File: src/common/amba_pkg.sv
/* Widths, response codes and address map shared by the bridge and the APB side.
   Only address bits 13:12 pick a region; regions 2 and 3 have no peripheral. */
`default_nettype none

package amba_pkg;

  // ------------------------------
  // Field widths
  // ------------------------------
  localparam int AxiProtWidth = 3;
  localparam int ApbProtWidth = 3;
  localparam int AxiRespWidth = 2;

  // Bit 0 set means a privileged access
  typedef logic [AxiProtWidth-1:0] prot_t;
  typedef logic [AxiRespWidth-1:0] axi_resp_t;

  // Response codes on bresp and rresp
  localparam axi_resp_t RespOkay = 2'd0;
  localparam axi_resp_t RespSlverr = 2'd2;

  // ------------------------------
  // Address map
  // ------------------------------
  localparam int RegionLsb = 12;
  localparam int RegionWidth = 2;

  typedef logic [RegionWidth-1:0] region_t;

  localparam region_t RegionRegfile = 2'd0;
  localparam region_t RegionScratch = 2'd1;

  // Bridge FSM states, one-hot
  typedef enum logic [3:0] {
    StIdle   = 4'b0001,
    StSetup  = 4'b0010,
    StAccess = 4'b0100,
    StResp   = 4'b1000
  } bridge_state_t;

endpackage

`default_nettype wire

File: src/axil2apb/axil2apb_bridge.sv
/* One AXI4-Lite transfer in flight; a write needs awvalid and wvalid in the same cycle.
   The response waits in StResp until bready or rready, with all AXI readies low. */
`default_nettype none

module axil2apb_bridge #(
  parameter int AddrWidth = 16,
  parameter int DataWidth = 32
) (
  input  logic                     clk,
  input  logic                     rst_n,

  // AXI4-Lite slave
  input  logic [AddrWidth-1:0]     awaddr,
  input  amba_pkg::prot_t          awprot,
  input  logic                     awvalid,
  output logic                     awready,
  input  logic [DataWidth-1:0]     wdata,
  input  logic [DataWidth/8-1:0]   wstrb,
  input  logic                     wvalid,
  output logic                     wready,
  output amba_pkg::axi_resp_t      bresp,
  output logic                     bvalid,
  input  logic                     bready,
  input  logic [AddrWidth-1:0]     araddr,
  input  amba_pkg::prot_t          arprot,
  input  logic                     arvalid,
  output logic                     arready,
  output logic [DataWidth-1:0]     rdata,
  output amba_pkg::axi_resp_t      rresp,
  output logic                     rvalid,
  input  logic                     rready,

  // APB master
  output logic [AddrWidth-1:0]     paddr,
  output logic                     psel,
  output logic                     penable,
  output logic                     pwrite,
  output logic [DataWidth-1:0]     pwdata,
  output logic [DataWidth/8-1:0]   pstrb,
  output amba_pkg::prot_t          pprot,
  input  logic [DataWidth-1:0]     prdata,
  input  logic                     pready,
  input  logic                     pslverr
);

  import amba_pkg::*;

  typedef logic [AddrWidth-1:0] addr_t;
  typedef logic [DataWidth-1:0] data_t;
  typedef logic [DataWidth/8-1:0] strb_t;

  bridge_state_t state_q;
  bridge_state_t state_d;

  // Captured request
  addr_t addr_q;
  data_t wdata_q;
  strb_t strb_q;
  prot_t prot_q;
  logic  write_q;
  // Captured completion
  logic  slverr_q;

  logic write_req;
  logic read_req;
  logic write_grant;
  logic read_grant;
  logic any_grant;
  logic access_done;
  logic resp_taken;

  if (DataWidth % 8 != 0) begin : gen_bad_data_width
    $error("DataWidth must be a multiple of 8");
  end
  if (AxiProtWidth != ApbProtWidth) begin : gen_bad_prot_width
    $error("AXI and APB prot fields differ in width");
  end

  // ------------------------------
  // Decode: arbitrate and capture
  // ------------------------------
  // Requests only count while idle
  assign write_req = awvalid && wvalid && (state_q == StIdle);
  assign read_req  = arvalid && (state_q == StIdle);

  // Bit 1 is the write side
  rr_arbiter rr_arbiter_inst (
    .clk     (clk),
    .rst_n   (rst_n),
    .request ({write_req, read_req}),
    .grant   ({write_grant, read_grant})
  );

  assign any_grant = write_grant || read_grant;

  // Grant cycle is the AXI handshake
  assign awready = write_grant;
  assign wready  = write_grant;
  assign arready = read_grant;

  // Payload, loaded on the handshake edge
  always_ff @(posedge clk) begin
    if (any_grant) begin
      addr_q  <= write_grant ? awaddr : araddr;
      prot_q  <= write_grant ? awprot : arprot;
      wdata_q <= wdata;
      strb_q  <= wstrb;
    end
  end

  always_ff @(posedge clk or negedge rst_n) begin
    if (!rst_n) begin
      write_q <= 1'b0;
    end else if (any_grant) begin
      write_q <= write_grant;
    end
  end

  // ------------------------------
  // Execute: APB master FSM
  // ------------------------------
  assign access_done = (state_q == StAccess) && pready;
  assign resp_taken  = write_q ? bready : rready;

  always_comb begin
    state_d = state_q;
    unique case (state_q)
      StIdle:   if (any_grant) state_d = StSetup;
      StSetup:  state_d = StAccess;
      StAccess: if (pready) state_d = StResp;
      StResp:   if (resp_taken) state_d = StIdle;
      default:  state_d = StIdle;
    endcase
  end

  always_ff @(posedge clk or negedge rst_n) begin
    if (!rst_n) begin
      state_q <= StIdle;
    end else begin
      state_q <= state_d;
    end
  end

  // psel covers setup and access only
  assign psel    = (state_q == StSetup) || (state_q == StAccess);
  assign penable = (state_q == StAccess);
  assign paddr   = addr_q;
  assign pwrite  = write_q;
  assign pwdata  = wdata_q;
  assign pstrb   = strb_q;
  assign pprot   = prot_q;

  // ------------------------------
  // Result: B and R channels
  // ------------------------------
  always_ff @(posedge clk or negedge rst_n) begin
    if (!rst_n) begin
      slverr_q <= 1'b0;
    end else if (access_done) begin
      slverr_q <= pslverr;
    end
  end

  // Read data held for the R channel
  always_ff @(posedge clk) begin
    if (access_done) begin
      rdata <= prdata;
    end
  end

  assign bvalid = (state_q == StResp) && write_q;
  assign rvalid = (state_q == StResp) && !write_q;
  assign bresp  = slverr_q ? RespSlverr : RespOkay;
  assign rresp  = slverr_q ? RespSlverr : RespOkay;

  // ------------------------------
  // Checks
  // ------------------------------
  state_known_a : assert property (
    @(posedge clk) disable iff (!rst_n) !$isunknown(state_d)
  );

  // Request fields hold until the access completes
  apb_stable_a : assert property (
    @(posedge clk) disable iff (!rst_n)
    psel && !(penable && pready)
    |=> psel && $stable({paddr, pwrite, pwdata, pstrb, pprot})
  );

  resp_exclusive_a : assert property (
    @(posedge clk) disable iff (!rst_n) !(bvalid && rvalid)
  );

endmodule

`default_nettype wire

File: src/apb_decoder.sv
/* Region decode on paddr[13:12]; needs AddrWidth of at least 14.
   Unmapped regions complete at once with pslverr and zero read data. */
`default_nettype none

module apb_decoder #(
  parameter int AddrWidth = 16,
  parameter int DataWidth = 32
) (
  input  logic [AddrWidth-1:0] paddr,
  input  logic                 psel,
  input  logic                 penable,
  output logic [DataWidth-1:0] prdata,
  output logic                 pready,
  output logic                 pslverr,

  // Per-peripheral selects
  output logic                 sel_regfile,
  output logic                 sel_scratch,

  // Per-peripheral returns
  input  logic [DataWidth-1:0] rdata_regfile,
  input  logic                 ready_regfile,
  input  logic                 slverr_regfile,
  input  logic [DataWidth-1:0] rdata_scratch,
  input  logic                 ready_scratch,
  input  logic                 slverr_scratch
);

  import amba_pkg::*;

  region_t region;

  if (AddrWidth < RegionLsb + RegionWidth) begin : gen_bad_addr_width
    $error("AddrWidth too small for the region field");
  end

  assign region = paddr[RegionLsb +: RegionWidth];

  // Only the addressed peripheral sees psel
  assign sel_regfile = psel && (region == RegionRegfile);
  assign sel_scratch = psel && (region == RegionScratch);

  // ------------------------------
  // Return path
  // ------------------------------
  always_comb begin
    case (region)
      RegionRegfile: begin
        prdata  = rdata_regfile;
        pready  = ready_regfile;
        pslverr = slverr_regfile;
      end
      RegionScratch: begin
        prdata  = rdata_scratch;
        pready  = ready_scratch;
        pslverr = slverr_scratch;
      end
      default: begin
        // Nothing mapped here so the error comes back in the access phase
        prdata  = '0;
        pready  = 1'b1;
        pslverr = psel && penable;
      end
    endcase
  end

  // At most one peripheral selected
  always_comb begin
    sel_exclusive_a : assert #0 (!(sel_regfile && sel_scratch));
  end

endmodule

`default_nettype wire

File: src/apb_regfile.sv
/* Eight registers on paddr[4:2]; higher offset bits alias. No wait states.
   Writes honor pstrb per byte; slverr is never raised. */
`default_nettype none

module apb_regfile #(
  parameter int AddrWidth = 16,
  parameter int DataWidth = 32
) (
  input  logic                   clk,
  input  logic                   rst_n,
  input  logic                   sel,
  input  logic                   penable,
  input  logic                   pwrite,
  input  logic [AddrWidth-1:0]   paddr,
  input  logic [DataWidth-1:0]   pwdata,
  input  logic [DataWidth/8-1:0] pstrb,
  output logic [DataWidth-1:0]   rdata,
  output logic                   ready,
  output logic                   slverr
);

  localparam int NumRegs = 8;
  localparam int IdxWidth = 3;
  localparam int StrbWidth = DataWidth / 8;

  typedef logic [DataWidth-1:0] data_t;
  typedef logic [IdxWidth-1:0] idx_t;

  data_t regs [NumRegs];
  idx_t  idx;
  logic  wr_en;

  // Word index, byte offset dropped
  assign idx = paddr[2 +: IdxWidth];

  // Completes in the first access cycle
  assign ready  = sel && penable;
  assign slverr = 1'b0;
  assign wr_en  = ready && pwrite;

  // ------------------------------
  // Register array
  // ------------------------------
  always_ff @(posedge clk or negedge rst_n) begin
    if (!rst_n) begin
      for (int i = 0; i < NumRegs; i++) begin
        regs[i] <= '0;
      end
    end else if (wr_en) begin
      // Merge only the strobed bytes
      for (int b = 0; b < StrbWidth; b++) begin
        if (pstrb[b]) begin
          regs[idx][8*b +: 8] <= pwdata[8*b +: 8];
        end
      end
    end
  end

  // Read is a plain mux
  assign rdata = regs[idx];

  // Selected without penable means setup, no write there
  write_in_access_a : assert property (
    @(posedge clk) disable iff (!rst_n) wr_en |-> $past(sel)
  );

endmodule

`default_nettype wire

File: src/apb_scratch_ram.sv
/* Sixteen words on paddr[5:2], WaitCycles from 0 to 7 before ready.
   Unprivileged writes (pprot[0] low) get slverr and change nothing. */
`default_nettype none

module apb_scratch_ram #(
  parameter int AddrWidth  = 16,
  parameter int DataWidth  = 32,
  parameter int WaitCycles = 2
) (
  input  logic                   clk,
  input  logic                   rst_n,
  input  logic                   sel,
  input  logic                   penable,
  input  logic                   pwrite,
  input  logic [AddrWidth-1:0]   paddr,
  input  logic [DataWidth-1:0]   pwdata,
  input  logic [DataWidth/8-1:0] pstrb,
  input  amba_pkg::prot_t        pprot,
  output logic [DataWidth-1:0]   rdata,
  output logic                   ready,
  output logic                   slverr
);

  localparam int NumWords = 16;
  localparam int IdxWidth = 4;
  localparam int CntWidth = 3;
  localparam int StrbWidth = DataWidth / 8;

  typedef logic [DataWidth-1:0] data_t;
  typedef logic [IdxWidth-1:0] idx_t;
  typedef logic [CntWidth-1:0] cnt_t;

  data_t mem [NumWords];
  idx_t  idx;
  cnt_t  cnt_q;
  logic  in_access;
  logic  wr_en;

  if (WaitCycles < 0 || WaitCycles > 7) begin : gen_bad_wait
    $error("WaitCycles must lie in 0..7");
  end

  assign idx       = paddr[2 +: IdxWidth];
  assign in_access = sel && penable;

  // ------------------------------
  // Wait-state counter
  // ------------------------------
  // Counts access cycles, ready once WaitCycles have gone by
  always_ff @(posedge clk or negedge rst_n) begin
    if (!rst_n) begin
      cnt_q <= '0;
    end else if (ready) begin
      cnt_q <= '0;
    end else if (in_access) begin
      cnt_q <= cnt_q + cnt_t'(1);
    end
  end

  assign ready = in_access && (cnt_q == cnt_t'(WaitCycles));

  // Privilege check on the completing cycle
  assign slverr = ready && pwrite && !pprot[0];
  assign wr_en  = ready && pwrite && pprot[0];

  // ------------------------------
  // Storage
  // ------------------------------
  always_ff @(posedge clk or negedge rst_n) begin
    if (!rst_n) begin
      for (int i = 0; i < NumWords; i++) begin
        mem[i] <= '0;
      end
    end else if (wr_en) begin
      for (int b = 0; b < StrbWidth; b++) begin
        if (pstrb[b]) begin
          mem[idx][8*b +: 8] <= pwdata[8*b +: 8];
        end
      end
    end
  end

  // Reads always succeed, sampled by the master on ready
  assign rdata = mem[idx];

  wait_bound_a : assert property (
    @(posedge clk) disable iff (!rst_n) cnt_q <= cnt_t'(WaitCycles)
  );

endmodule

`default_nettype wire

File: src/axil_apb_top.sv
/* AXI4-Lite slave into an APB bus with a register file and a scratch RAM.
   AddrWidth at least 14, DataWidth a multiple of 8, WaitCycles 0 to 7. */
`default_nettype none

module axil_apb_top #(
  parameter int AddrWidth  = 16,
  parameter int DataWidth  = 32,
  parameter int WaitCycles = 2
) (
  input  logic                   clk,
  input  logic                   rst_n,

  // AXI4-Lite slave
  input  logic [AddrWidth-1:0]   awaddr,
  input  amba_pkg::prot_t        awprot,
  input  logic                   awvalid,
  output logic                   awready,
  input  logic [DataWidth-1:0]   wdata,
  input  logic [DataWidth/8-1:0] wstrb,
  input  logic                   wvalid,
  output logic                   wready,
  output amba_pkg::axi_resp_t    bresp,
  output logic                   bvalid,
  input  logic                   bready,
  input  logic [AddrWidth-1:0]   araddr,
  input  amba_pkg::prot_t        arprot,
  input  logic                   arvalid,
  output logic                   arready,
  output logic [DataWidth-1:0]   rdata,
  output amba_pkg::axi_resp_t    rresp,
  output logic                   rvalid,
  input  logic                   rready
);

  import amba_pkg::*;

  // ------------------------------
  // APB bus
  // ------------------------------
  logic [AddrWidth-1:0]   paddr;
  logic                   psel;
  logic                   penable;
  logic                   pwrite;
  logic [DataWidth-1:0]   pwdata;
  logic [DataWidth/8-1:0] pstrb;
  prot_t                  pprot;
  logic [DataWidth-1:0]   prdata;
  logic                   pready;
  logic                   pslverr;

  // Peripheral side of the decoder
  logic                   sel_regfile;
  logic                   sel_scratch;
  logic [DataWidth-1:0]   rdata_regfile;
  logic                   ready_regfile;
  logic                   slverr_regfile;
  logic [DataWidth-1:0]   rdata_scratch;
  logic                   ready_scratch;
  logic                   slverr_scratch;

  axil2apb_bridge #(
    .AddrWidth (AddrWidth),
    .DataWidth (DataWidth)
  ) axil2apb_bridge_inst (
    .clk     (clk),
    .rst_n   (rst_n),
    .awaddr  (awaddr),
    .awprot  (awprot),
    .awvalid (awvalid),
    .awready (awready),
    .wdata   (wdata),
    .wstrb   (wstrb),
    .wvalid  (wvalid),
    .wready  (wready),
    .bresp   (bresp),
    .bvalid  (bvalid),
    .bready  (bready),
    .araddr  (araddr),
    .arprot  (arprot),
    .arvalid (arvalid),
    .arready (arready),
    .rdata   (rdata),
    .rresp   (rresp),
    .rvalid  (rvalid),
    .rready  (rready),
    .paddr   (paddr),
    .psel    (psel),
    .penable (penable),
    .pwrite  (pwrite),
    .pwdata  (pwdata),
    .pstrb   (pstrb),
    .pprot   (pprot),
    .prdata  (prdata),
    .pready  (pready),
    .pslverr (pslverr)
  );

  apb_decoder #(
    .AddrWidth (AddrWidth),
    .DataWidth (DataWidth)
  ) apb_decoder_inst (
    .paddr          (paddr),
    .psel           (psel),
    .penable        (penable),
    .prdata         (prdata),
    .pready         (pready),
    .pslverr        (pslverr),
    .sel_regfile    (sel_regfile),
    .sel_scratch    (sel_scratch),
    .rdata_regfile  (rdata_regfile),
    .ready_regfile  (ready_regfile),
    .slverr_regfile (slverr_regfile),
    .rdata_scratch  (rdata_scratch),
    .ready_scratch  (ready_scratch),
    .slverr_scratch (slverr_scratch)
  );

  // Region 0
  apb_regfile #(
    .AddrWidth (AddrWidth),
    .DataWidth (DataWidth)
  ) apb_regfile_inst (
    .clk     (clk),
    .rst_n   (rst_n),
    .sel     (sel_regfile),
    .penable (penable),
    .pwrite  (pwrite),
    .paddr   (paddr),
    .pwdata  (pwdata),
    .pstrb   (pstrb),
    .rdata   (rdata_regfile),
    .ready   (ready_regfile),
    .slverr  (slverr_regfile)
  );

  // Region 1, slow and privileged writes only
  apb_scratch_ram #(
    .AddrWidth  (AddrWidth),
    .DataWidth  (DataWidth),
    .WaitCycles (WaitCycles)
  ) apb_scratch_ram_inst (
    .clk     (clk),
    .rst_n   (rst_n),
    .sel     (sel_scratch),
    .penable (penable),
    .pwrite  (pwrite),
    .paddr   (paddr),
    .pwdata  (pwdata),
    .pstrb   (pstrb),
    .pprot   (pprot),
    .rdata   (rdata_scratch),
    .ready   (ready_scratch),
    .slverr  (slverr_scratch)
  );

endmodule

`default_nettype wire

File: src/rr_arbiter.sv
/* Two-way round-robin arbiter with a purely combinational grant.
   The priority moves only on a cycle that grants someone. */
`default_nettype none

module rr_arbiter (
  input  logic       clk,
  input  logic       rst_n,
  input  logic [1:0] request,
  output logic [1:0] grant
);

  // Index of the requester that wins a tie
  logic prio_q;

  always_comb begin
    grant = 2'b00;
    if (request[prio_q]) begin
      grant[prio_q] = 1'b1;
    end else if (request[~prio_q]) begin
      grant[~prio_q] = 1'b1;
    end
  end

  // Winner 0 hands priority to 1, and the other way round
  always_ff @(posedge clk or negedge rst_n) begin
    if (!rst_n) begin
      prio_q <= 1'b0;
    end else if (|grant) begin
      prio_q <= grant[0];
    end
  end

  // ------------------------------
  // Checks
  // ------------------------------
  grant_onehot_a : assert property (
    @(posedge clk) disable iff (!rst_n) $onehot0(grant)
  );

endmodule

`default_nettype wire
File: config.mk
export PLATFORM = sky130hd
export DESIGN_NAME = axil_apb_top
export DESIGN_NICKNAME = d
export VERILOG_FILES = /design/src/common/amba_pkg.sv /design/src/axil2apb/axil2apb_bridge.sv /design/src/apb_decoder.sv /design/src/apb_regfile.sv /design/src/apb_scratch_ram.sv /design/src/axil_apb_top.sv /design/src/rr_arbiter.sv
export SDC_FILE = /design/constraint.sdc
export NUM_CORES = 1
export LEC_CHECK = 0
export BUFFER_PORTS_ARGS = -buffer_cell sky130_fd_sc_hd__buf_2
export CORE_MARGIN = 5
export CORE_UTILIZATION = 43
export DETAILED_ROUTE_END_ITERATION = 12
export PLACE_DENSITY = 0.57
export SYNTH_ARGS = -nofsm -noshare
export SYNTH_HDL_FRONTEND = slang
export SYNTH_SLANG_ARGS = --single-unit
File: constraint.sdc
create_clock -name clk -period 3.8 [get_ports clk]
set_input_delay 0.76 -clock clk [delete_from_list [all_inputs] [get_ports clk]]
set_output_delay 0.76 -clock clk [all_outputs]
set_load 0.005 [all_outputs]
==> impl_results.md, run 1 <==
- Setup crit end kind: primary output
- Asr flop ratio synth: between 90% and 100%
- Minimum clock period: around 3.4 ns
- Dpl ws: between 0.7 and 0.8 ns
- Max-cap violation count: 0
- Drt first pass iters: 5
- Setup CP Type: flop to primary output
- Longest Clk Path Bufs: 3
- Ys flop type: dfrtp_1
- Final worst-path setup slack: between 0.3 and 0.4 ns
- Crit path DAT: 2.67 ns
- DR WL/cell: approximately 26 um
- Initial Utilization: roughly 43%
- Fin cells: about 3700
- First-pass GRT wire length: around 150000 um
- Core Area: approximately 88000 sq um
- Total global-route track usage: roughly a fifth
- Fin. Hold Viols: 0
- Worst Path Max Fanout: 7
- Worst slew pin tran: 1.27 ns
- Yosys top cell area share: 51.1%
- Drt initial violations: ~1400
- Die Wd: between 300 and 400 um
- Post-DR vias/cell: around 5.7
- Number of synthesized flops with an enable pin: 75
- Clock transition at path regs: ~0.060 ns
- Largest net degree at the start of global routing: 101
- RSZ-0062 raised after global routing: false
- # clock sinks: approximately 850
- Clk_lat worst skew: between 0.6 and 0.7 ns
- Dominant cells by area after synthesis: dfrtp_1 51%, mux2_2 22%, mux4_2 9.5%
- Initial antenna violation count: 0
- Synthesized area: about 38000 sq um
- Tcrit/Tclk final: between 90% and 100%
- Slew Limit Headroom: between 10% and 20%
- Static Leak: 20.4 nW
- # Post-CTS Setup Buffers: 0
- Final Skew: ~0.017 ns
- Final setup vio count: 0
- H-tree levels: 3
- Fillers: between 7000 and 8000
- Largest stage delay on the critical path: between 0.6 and 0.7 ns
- Chip height: 308 um
- R2R Setup Slk: approximately 0.57 ns
- Core Rows: between 100 and 150
- Syn-to-layout area delta: 13.1%
- Peak supply drop: around 0.43 mV
- CTS tree: yes
- Syn. warnings: 0
- CP max stage cell: and2_1
- CTS buffer count: 94
- Synth cell types: 47
- Crit path cell chain: inv_1 > nor4_1 > and2_1 > buf_2
- Cell area power density: 518 nW/um^2
- Max Freq: 292 MHz
- I/O Buffers: 95
- Nets: 2551
- Buf/Inv on CP: 2
- Io pins: 122
- Syn Inst Count: 2379
- Slew Viols, Final: 0
- Post-CTS Hold Fix Bufs: 0
- Number of global-route vias before repair: approximately 23000
- Worst r2r path cells: 4
- GRT overflow: 0
- Post-Route WL: approximately 97000 um
- Root buffer cell: clkbuf_16
- Register bit total from synthesis: about 850
- Antenna Diode Count: 0
- Post-cts resize count: 0
- Placed Cells: between 3000 and 4000
- Share of cells above drive strength 1: 50.7%
- Largest area contributor in the netlist: dfrtp_1
- Cell Area, Placed: about 40000 sq um
- RePlAce Congestion: slightly above 0.8
- Dpl hpwl: approximately 63000 um
- FF-to-FF End: apb_scratch_ram_inst.mem[509]
- Status: finished, final reports clean
- Fin area: around 43000 sq um
- CP required: 3.04 ns
- Hold WC Path Type: input pin to async pin
- Final ANT Viol Nets: 0
- Via Count: 21152
- Top cell family by delay on the critical path: simple AND/OR/NAND/NOR gates
- R2R Path Start: axil2apb_bridge_inst.paddr[3]
- Setup_tns: 0 ns
- # DRC: 0
- Setup crit start kind: flop
- Total Die Area: about 95000 sq um
- Register area share after synthesis: 57.1%
- Avg Inst Size Synth: about 16 sq um
-- metal layers --
metal | routed length [um] | global-route usage [%] | up-vias
met5 | 0 | 0 | -
met4 | 2340 | 5.14 | 0
met3 | 4530 | 3.57 | 154
met2 | 46800 | 33.7 | 416
met1 | 42900 | 28.9 | 11426
li1 | - | - | 9156
-- cells in the mapped netlist, types with 11 or more instances --
master	instances
a221oi_1	32
o211ai_1	32
buf_1	25
mux2_4	32
mux4_2	160
mux2i_1	96
buf_2	18
nor2_1	11
nor2_4	24
a22oi_1	32
edfxtp_1	75
dfrtp_1	777
mux2_2	734
nand2_1	57
o21ai_0	36
clkbuf_1	110
nor2_2	20
nand2b_1	13
-- flip-flops by register name, summed over array words and instances, names as in the netlist --
register                                     count
axil2apb_bridge_inst.slverr_q                    1
axil2apb_bridge_inst.rr_arbiter_inst.prio_q      1
apb_regfile_inst.regs                          256
axil2apb_bridge_inst.pwdata                     32
apb_scratch_ram_inst.cnt_q                       3
apb_scratch_ram_inst.mem                       512
axil2apb_bridge_inst.state_q                     4
axil2apb_bridge_inst.pstrb                       4
axil2apb_bridge_inst.rdata                      32
axil2apb_bridge_inst.paddr                       6
axil2apb_bridge_inst.pwrite                      1
axil2apb_bridge_inst.pprot                       1
-- cell usage in the layout (no fill, tap or decap), types with 21 or more instances in the layout --
cell,count
dfrtp_1,777
mux2_2,734
mux4_2,160
mux2i_1,96
clkbuf_16,95
buf_2,94
edfxtp_1,75
nand2_1,57
buf_4,44
o21ai_0,36
a221oi_1,32
a22oi_1,32
o211ai_1,32
mux2_4,32
clkbuf_1,30
nor2_4,26
clkbuf_8,22
nor2_2,21
-- layout make-up --
class | count | area (sq um) | share of cell area, %
clock buffer | 147 | 2790 | 6.49
clock inverter | 23 | 224 | 0.520
inverter | 7 | 26.3 | 0.0610
multi-input combinational | 1355 | 15700 | 36.4
sequential | 853 | 21700 | 50.4
tap | 1165 | 1460 | 3.39
timing repair buffer | 157 | 1180 | 2.73
-- worst reg2reg max path, cell delays in order, from the launching register on --
cell and delay (ns):
edfxtp_1 0.55, buf_4 0.32, nor4_1 1.08, nand2_1 0.69, mux2_2 0.47
-- how the worst max path moves through the flow --
stage,start,to,slack (ns),cells past startpoint
2_1_floorplan,axil2apb_bridge_inst.state_q[0],axil2apb_bridge_inst.paddr[12],0.27,4
3_3_place_gp,axil2apb_bridge_inst.paddr[4],apb_regfile_inst.regs[96],0.79,4
3_5_place_dp,axil2apb_bridge_inst.paddr[4],apb_regfile_inst.regs[97],0.77,4
4_1_cts,axil2apb_bridge_inst.state_q[0],wready,0.28,4
5_1_grt,axil2apb_bridge_inst.state_q[0],awready,0.17,4
6_report,axil2apb_bridge_inst.state_q[0],wready,0.37,4
-- kinds of logic (layout without fill, tap and decap cells) --
| kind of cell | count (synthesis) | in the layout | synth area share, % |
|---|---|---|---|
| AO/OA/AOI/OAI | 142 | 142 | 2.63 |
| adder cells (fa/ha/maj) | 2 | 2 | 0.0657 |
| buffers and inverters | 172 | 334 | 1.89 |
| flip-flops | 853 | 853 | 57.1 |
| multiplexers | 1032 | 1032 | 35.3 |
| other | 1 | 2 | 0.00985 |
| AND/OR/NAND/NOR | 177 | 177 | 3.05 |
-- power breakdown --
group	switching (mW)	leakage (nW)	internal (mW)	total (mW)
sequential	0.882	11.6	9.56	10.4
combinational	1.92	7.31	1.07	2.99
clock	3.60	1.49	5.29	8.89
-- stage by stage --
stage / total power [mW] / util [%] / hold WS [ns]
finish: 22.3 / 48.9 / 0.125
global route: 23.2 / 48.9 / 0.154
CTS: 22.6 / 48.9 / 0.145
detailed placement: 13.7 / 45.4 / 0.475
global placement: 13.6 / 45.4 / 0.467
floorplan: 12.1 / - / 0.457
No activity file was read; power rests on OpenSTA's default activity.
==> run 2: changes to the inputs <==
- CELL_PAD_IN_SITES_DETAIL_PLACEMENT: default -> 1
- CELL_PAD_IN_SITES_GLOBAL_PLACEMENT: default -> 2
- PLACE_DENSITY: 0.57 -> 0.72
==> run 2 against run 1 <==
Against the previous run: sequential share of layout area is 0.35 points lower; register-to-register slack lost 0.08 ns; sequential power barely moved; via count up 0.74%; non-clock buffer count decreased by 2; cell area is 0.69% higher; hold slack got worse by 0.026 ns; largest power group unchanged; highest routed layer unchanged; core utilization is 0.34 points higher.
==> impl_results.md, run 2 (synthesis gave the netlist of run 1 again) <==
- Status: finished, final reports clean
- Chip height: 308 um (unchanged)
- Setup_tns: 0 ns (unchanged)
- RSZ-0062 raised after global routing: false
- CP required: 4.32 ns (+1.28 ns)
- Final worst-path setup slack: 0.491 ns (+0.118 ns)
- Dpl ws: 0.606 ns (-0.162 ns)
- Core Area: 88100 sq um (unchanged)
- Max Freq: 302 MHz (+3.6%)
- Nets: 2550 (-0.039%)
- Final hold slack: 0.0992 ns (-0.0260 ns)
- Peak supply drop: 0.400 mV (-7.9%)
- R2R Setup Slk: 0.49 ns (-0.08 ns)
- Slew Limit Headroom: 14.2% (-0.66 points)
- Commonest non-fill, non-tap cell in the layout: dfrtp_1
- Number of global-route vias before repair: 24268 (+4.8%)
- Most frequent cells in the layout: 777 x dfrtp_1, 734 x mux2_2, 160 x mux4_2
- Fin. Hold Viols: 0 (unchanged)
- Total Die Area: 94600 sq um (unchanged)
- # Post-CTS Setup Buffers: 0 (unchanged)
- Setup CP Type: flop to flop
- Largest net degree at the start of global routing: 84 (-17%)
- Clock transition at path regs: 0.07 ns (about the same)
- GRT overflow: 0 (unchanged)
- First-pass GRT wire length: 154000 um (+3.6%)
- Dpl hpwl: 64400 um (+3.1%)
- Total global-route track usage: 21.2% (+0.62 points)
- DR WL/cell: 26.6 um (+2.2%)
- Largest regs: apb_scratch_ram_inst.mem x512, apb_regfile_inst.regs x256
- Static Leak: 20.5 nW (+0.79%)
- I/O Buffers: 95 (unchanged)
- Cell area power density: 534 nW/um^2 (+2.9%)
- Share of cells above drive strength 1: 51.5% (+0.71 points)
- Io pins: 122 (unchanged)
- Slew Viols, Final: 0 (unchanged)
- Tcrit/Tclk final: 87.1% (-3.1 points)
- Core Rows: 109 (unchanged)
- Syn-to-layout area delta: 13.9%
- Hold WC Path Type: input pin to async pin
- Root buffer cell: clkbuf_16
- Drt first pass iters: 5 (unchanged)
- Setup crit start kind: flop
- # clock sinks: 853 (unchanged)
- Fin util: 49.2% (+0.34 points)
- Max reg flops: 512 (unchanged)
- # DRC: 0 (unchanged)
- Final setup vio count: 0 (unchanged)
- Longest Clk Path Bufs: 3 (unchanged)
- Initial Utilization: 43.2% (unchanged)
- Post-DR vias/cell: 5.74 (+0.63%)
- Final Skew: 0.0273 ns (+0.0103 ns)
- Top reg by flops: apb_scratch_ram_inst.mem
- RePlAce Congestion: 0.775 (-4.1%)
- Post-CTS Hold Fix Bufs: 0 (unchanged)
- Fin cells: 3711 (+0.11%)
- Antenna Diode Count: 0 (unchanged)
- Worst Path Max Fanout: 22 (+15)
- Via Count: 21308 (+0.74%)
- Crit path DAT: 3.83 ns (+1.16 ns)
- Placed Cells: 3535 (-0.057%)
- Post-Route WL: 98800 um (+2.3%)
- Post-cts resize count: 0 (unchanged)
- CTS tree: yes
- H-tree levels: 3 (unchanged)
- Drt initial violations: 1093 (-20%)
- Die Wd: 308 um (unchanged)
- Minimum clock period: 3.31 ns (-0.118 ns)
- Max-cap violation count: 0 (unchanged)
- Initial antenna violation count: 2 (+2)
- CTS buffer count: 95 (+1.1%)
- Clk_lat worst skew: 0.65 ns (+0.02 ns)
- Setup crit end kind: flop
- Final ANT Viol Nets: 0 (unchanged)
- Worst slew pin tran: 1.28 ns (+0.0117 ns)
==> run 2: cell count changes in the layout (fill, tap and decap cells not counted), moves of 2 or more <==
| cell | change |
|---|---|
| clkbuf_1 | -16 |
| clkinv_2 | +12 |
| bufinv_16 | +10 |
| clkbuf_8 | -7 |
| clkbuf_16 | +3 |
| clkinvlp_4 | +2 |
==> run 2: layer usage <==
| layer | vias to the layer above | GRT usage (%) | routed length (um) |
|---|---|---|---|
| met5 | - | 0 | 0 |
| met4 | 0 | 5.33 | 2250 |
| met3 | 145 | 3.31 | 3800 |
| met2 | 373 | 35.6 | 49300 |
| met1 | 11652 | 29.2 | 43500 |
| li1 | 9138 | - | - |
==> run 2: layout make-up <==
cell class              instances  area [sq um]
repair buffers                155          1150
clock inverters                49           622
multi-input cells            1355         15700
flip-flops and latches        853         21700
inverters                       7          26.3
clock buffers                 127          2710
well taps                    1165          1460
fillers                      8336         44700
==> run 2: metrics by stage <==
stage | area [sq um] | power [mW]
6_report | 43400 | 23.1
5_1_grt | 43400 | 24.1
4_1_cts | 43400 | 23.5
2_1_floorplan | 38100 | 12.1
3_3_place_gp | 40000 | 13.5
3_5_place_dp | 40000 | 13.6
==> run 2: path summary, 6_finish.rpt <==
kind | from | end | cells after the start
max in group asynchronous | rst_n | apb_scratch_ram_inst.mem[188] | 2
hold reg to reg | apb_regfile_inst.regs[212] | apb_regfile_inst.regs[212] | 1
setup / recovery | axil2apb_bridge_inst.paddr[2] | apb_scratch_ram_inst.mem[486] | 5
hold / removal | rst_n | apb_scratch_ram_inst.mem[295] | 1
setup reg to reg | axil2apb_bridge_inst.paddr[2] | apb_scratch_ram_inst.mem[486] | 5
min in group clk | wdata[1] | axil2apb_bridge_inst.pwdata[1] | 1
==> run 2: where the power goes <==
| part | switching [mW] | internal, mW |
|---|---|---|
| logic | 1.92 | 1.06 |
| registers | 0.843 | 9.56 |
| clock network | 3.80 | 5.96 |
==> run 2: critical path: stages, from the launching register on <==
cell	delay [ns]
edfxtp_1	0.68
buf_4	0.41
nor4_1	1.05
buf_4	0.26
nand2_1	0.33
mux2_2	0.42
==> run 3: changes to the inputs <==
==> constraint.sdc (replaced) <==
create_clock -name clk -period 3.8 [get_ports clk]
set_input_delay 0.38 -clock clk [delete_from_list [all_inputs] [get_ports clk]]
set_output_delay 0.38 -clock clk [all_outputs]
set_load 0.005 [all_outputs]
==> run 3 against run 2 <==
Against the previous run: core utilization grew 0.12 points; clock skew shrank 0.0070 ns; register-to-register slack gained 0.04 ns; fmax grew 1.2%; critical endpoint is now apb_scratch_ram_inst.mem[418]; largest power group unchanged.
==> impl_results.md, run 3 (synthesis gave the netlist of run 1 again) <==
- Peak supply drop: 0.381 mV (-4.8%)
- DRT met1 WL: 43800 um (+0.81%)
- Worst Path Max Fanout: 14 (-36%)
- Final Skew: 0.0203 ns (-0.00697 ns)
- Top reg by flops: apb_scratch_ram_inst.mem
- Share of cells above drive strength 1: 50.1% (-1.3 points)
- Setup_tns: 0 ns (unchanged)
- Max reg flops: 512 (unchanged)
- Via Count: 21545 (+1.1%)
- RSZ-0062 raised after global routing: false
- Final setup vio count: 0 (unchanged)
- Post-Route WL: 98800 um (about the same)
- Met2 WL: 48900 um (-0.76%)
- # clock sinks: 853 (unchanged)
- Hold WC Path Type: input pin to flop
- Final worst-path setup slack: 0.530 ns (+0.0387 ns)
- H-tree levels: 3 (unchanged)
- DR WL/cell: 26.3 um (-1.1%)
- First-pass GRT wire length: 154000 um (about the same)
- Post-DR vias/cell: 5.74 (about the same)
- Setup CP Type: flop to flop
- Io pins: 122 (unchanged)
- Dpl ws: 0.707 ns (+0.101 ns)
- Initial Utilization: 43.2% (unchanged)
- Core Rows: 109 (unchanged)
- Metal3 WL: 3670 um (-3.3%)
- Root buffer cell: clkbuf_16
- Syn-to-layout area delta: 14.2%
- Chip height: 308 um (unchanged)
- Max-cap violation count: 0 (unchanged)
- CTS buffer count: 95 (unchanged)
- Slew Limit Headroom: 13.4% (-0.72 points)
- Status: finished, final reports clean
- Drt first pass iters: 5 (unchanged)
- CTS tree: yes
- Crit path DAT: 3.79 ns (-0.04 ns)
- Max Used Layer: met5
- Static Leak: 20.5 nW (+0.15%)
- # DRC: 0 (unchanged)
- Largest net degree at the start of global routing: 110 (+31%)
- Clock transition at path regs: 0.06 ns (about the same)
- Antenna Diode Count: 0 (unchanged)
- Final hold slack: 0.0505 ns (-0.0488 ns)
- CP required: 4.32 ns (about the same)
- Total Die Area: 94600 sq um (unchanged)
- Nets: 2595 (+1.8%)
- Die Wd: 308 um (unchanged)
- Tcrit/Tclk final: 86.1% (-1.0 points)
- Worst slew pin tran: 1.29 ns (+0.0107 ns)
- Fin. Hold Viols: 0 (unchanged)
- I/O Buffers: 95 (unchanged)
- Number of global-route vias before repair: 24334 (+0.27%)
- Final ANT Viol Nets: 0 (unchanged)
- Max Freq: 306 MHz (+1.2%)
- Slew Viols, Final: 0 (unchanged)
- Total global-route track usage: 21.1% (-0.044 points)
- Most frequent cells in the layout: 777 x dfrtp_1, 734 x mux2_2, 160 x mux4_2
- GRT overflow: 0 (unchanged)
- Pwr Total: 22.4 mW (-3.3%)
- Initial antenna violation count: 4 (+2)
- Dpl hpwl: 65000 um (+0.83%)
- Longest Clk Path Bufs: 3 (unchanged)
- Clk_lat worst skew: 0.64 ns (about the same)
- RePlAce Congestion: 0.793 (+2.3%)
- Setup crit end kind: flop
- Cell area power density: 515 nW/um^2 (-3.6%)
- Fin cells: 3753 (+1.1%)
- Commonest non-fill, non-tap cell in the layout: dfrtp_1
- # Post-CTS Setup Buffers: 0 (unchanged)
- Largest regs: apb_scratch_ram_inst.mem x512, apb_regfile_inst.regs x256
- Core Area: 88100 sq um (unchanged)
- Drt initial violations: 1233 (+13%)
- Minimum clock period: 3.27 ns (-0.0387 ns)
- Setup crit start kind: flop
- Placed Cells: 3543 (+0.23%)
[run 3: changes by cell type in the layout (fill, tap and decap cells not counted), sizes merged]
cell and delta:
clkinv -14, dlygate4sd3 +37, bufinv -13, clkbuf +27, buf +8, clkinvlp -3
[run 3: worst paths after layout]
check | from | endpoint | slack, ns | cells after the start
max in group asynchronous | rst_n | apb_scratch_ram_inst.mem[348] | 2.24 | 3
setup reg to reg | axil2apb_bridge_inst.paddr[2] | apb_scratch_ram_inst.mem[418] | 0.53 | 5
hold reg to reg | apb_regfile_inst.regs[214] | apb_regfile_inst.regs[214] | 0.49 | 1
hold / removal | awprot[0] | axil2apb_bridge_inst.pprot[0] | 0.05 | 2
min in group asynchronous | rst_n | apb_scratch_ram_inst.mem[420] | 0.43 | 2
setup / recovery | axil2apb_bridge_inst.paddr[2] | apb_scratch_ram_inst.mem[418] | 0.53 | 5
[run 3: worst max-delay path, cell delays in order (launching register included)]
cell and delay [ns]:
edfxtp_1 0.72, nand2b_1 0.36, nor3_1 1.03, buf_4 0.27
nand2_1 0.34, mux2_2 0.43
[run 3: what timing repair did]
action,4_1_cts,5_1_grt
hold endpoints to repair,124,0
hold buffers,37,0
gates resized for setup,0,0
[run 3: area by class of cell]
type	count	area, sq um
Fill cell	8303	44600
Sequential cell	853	21700
Multi-Input combinational cell	1355	15700
Clock buffer	154	2920
Timing Repair Buffer	200	1540
Tap cell	1165	1460
Clock inverter	19	135
Inverter	7	26.3
[run 3: report_power, final]
part	switching, mW	total, mW	leakage [nW]	internal [mW]
Clock	3.67	8.96	1.51	5.29
Sequential	0.836	10.4	11.6	9.56
Combinational	1.92	3.01	7.48	1.09
[run 3: through the flow]
step | util, % | cell area, sq um
after global routing | 49.3 | 43500
after CTS | 49.3 | 43500
after global placement | 45.5 | 40000
final | 49.3 | 43500
after floorplan | - | 38100
after detailed placement | 45.5 | 40000
[run 3: routing by layer]
metal / global-route usage [%] / vias to the layer above
met1: 29.3 / 11792
met5: 0.657 / -
met3: 3.07 / 134
met4: 5.56 / 4
met2: 35.4 / 382
li1: - / 9233
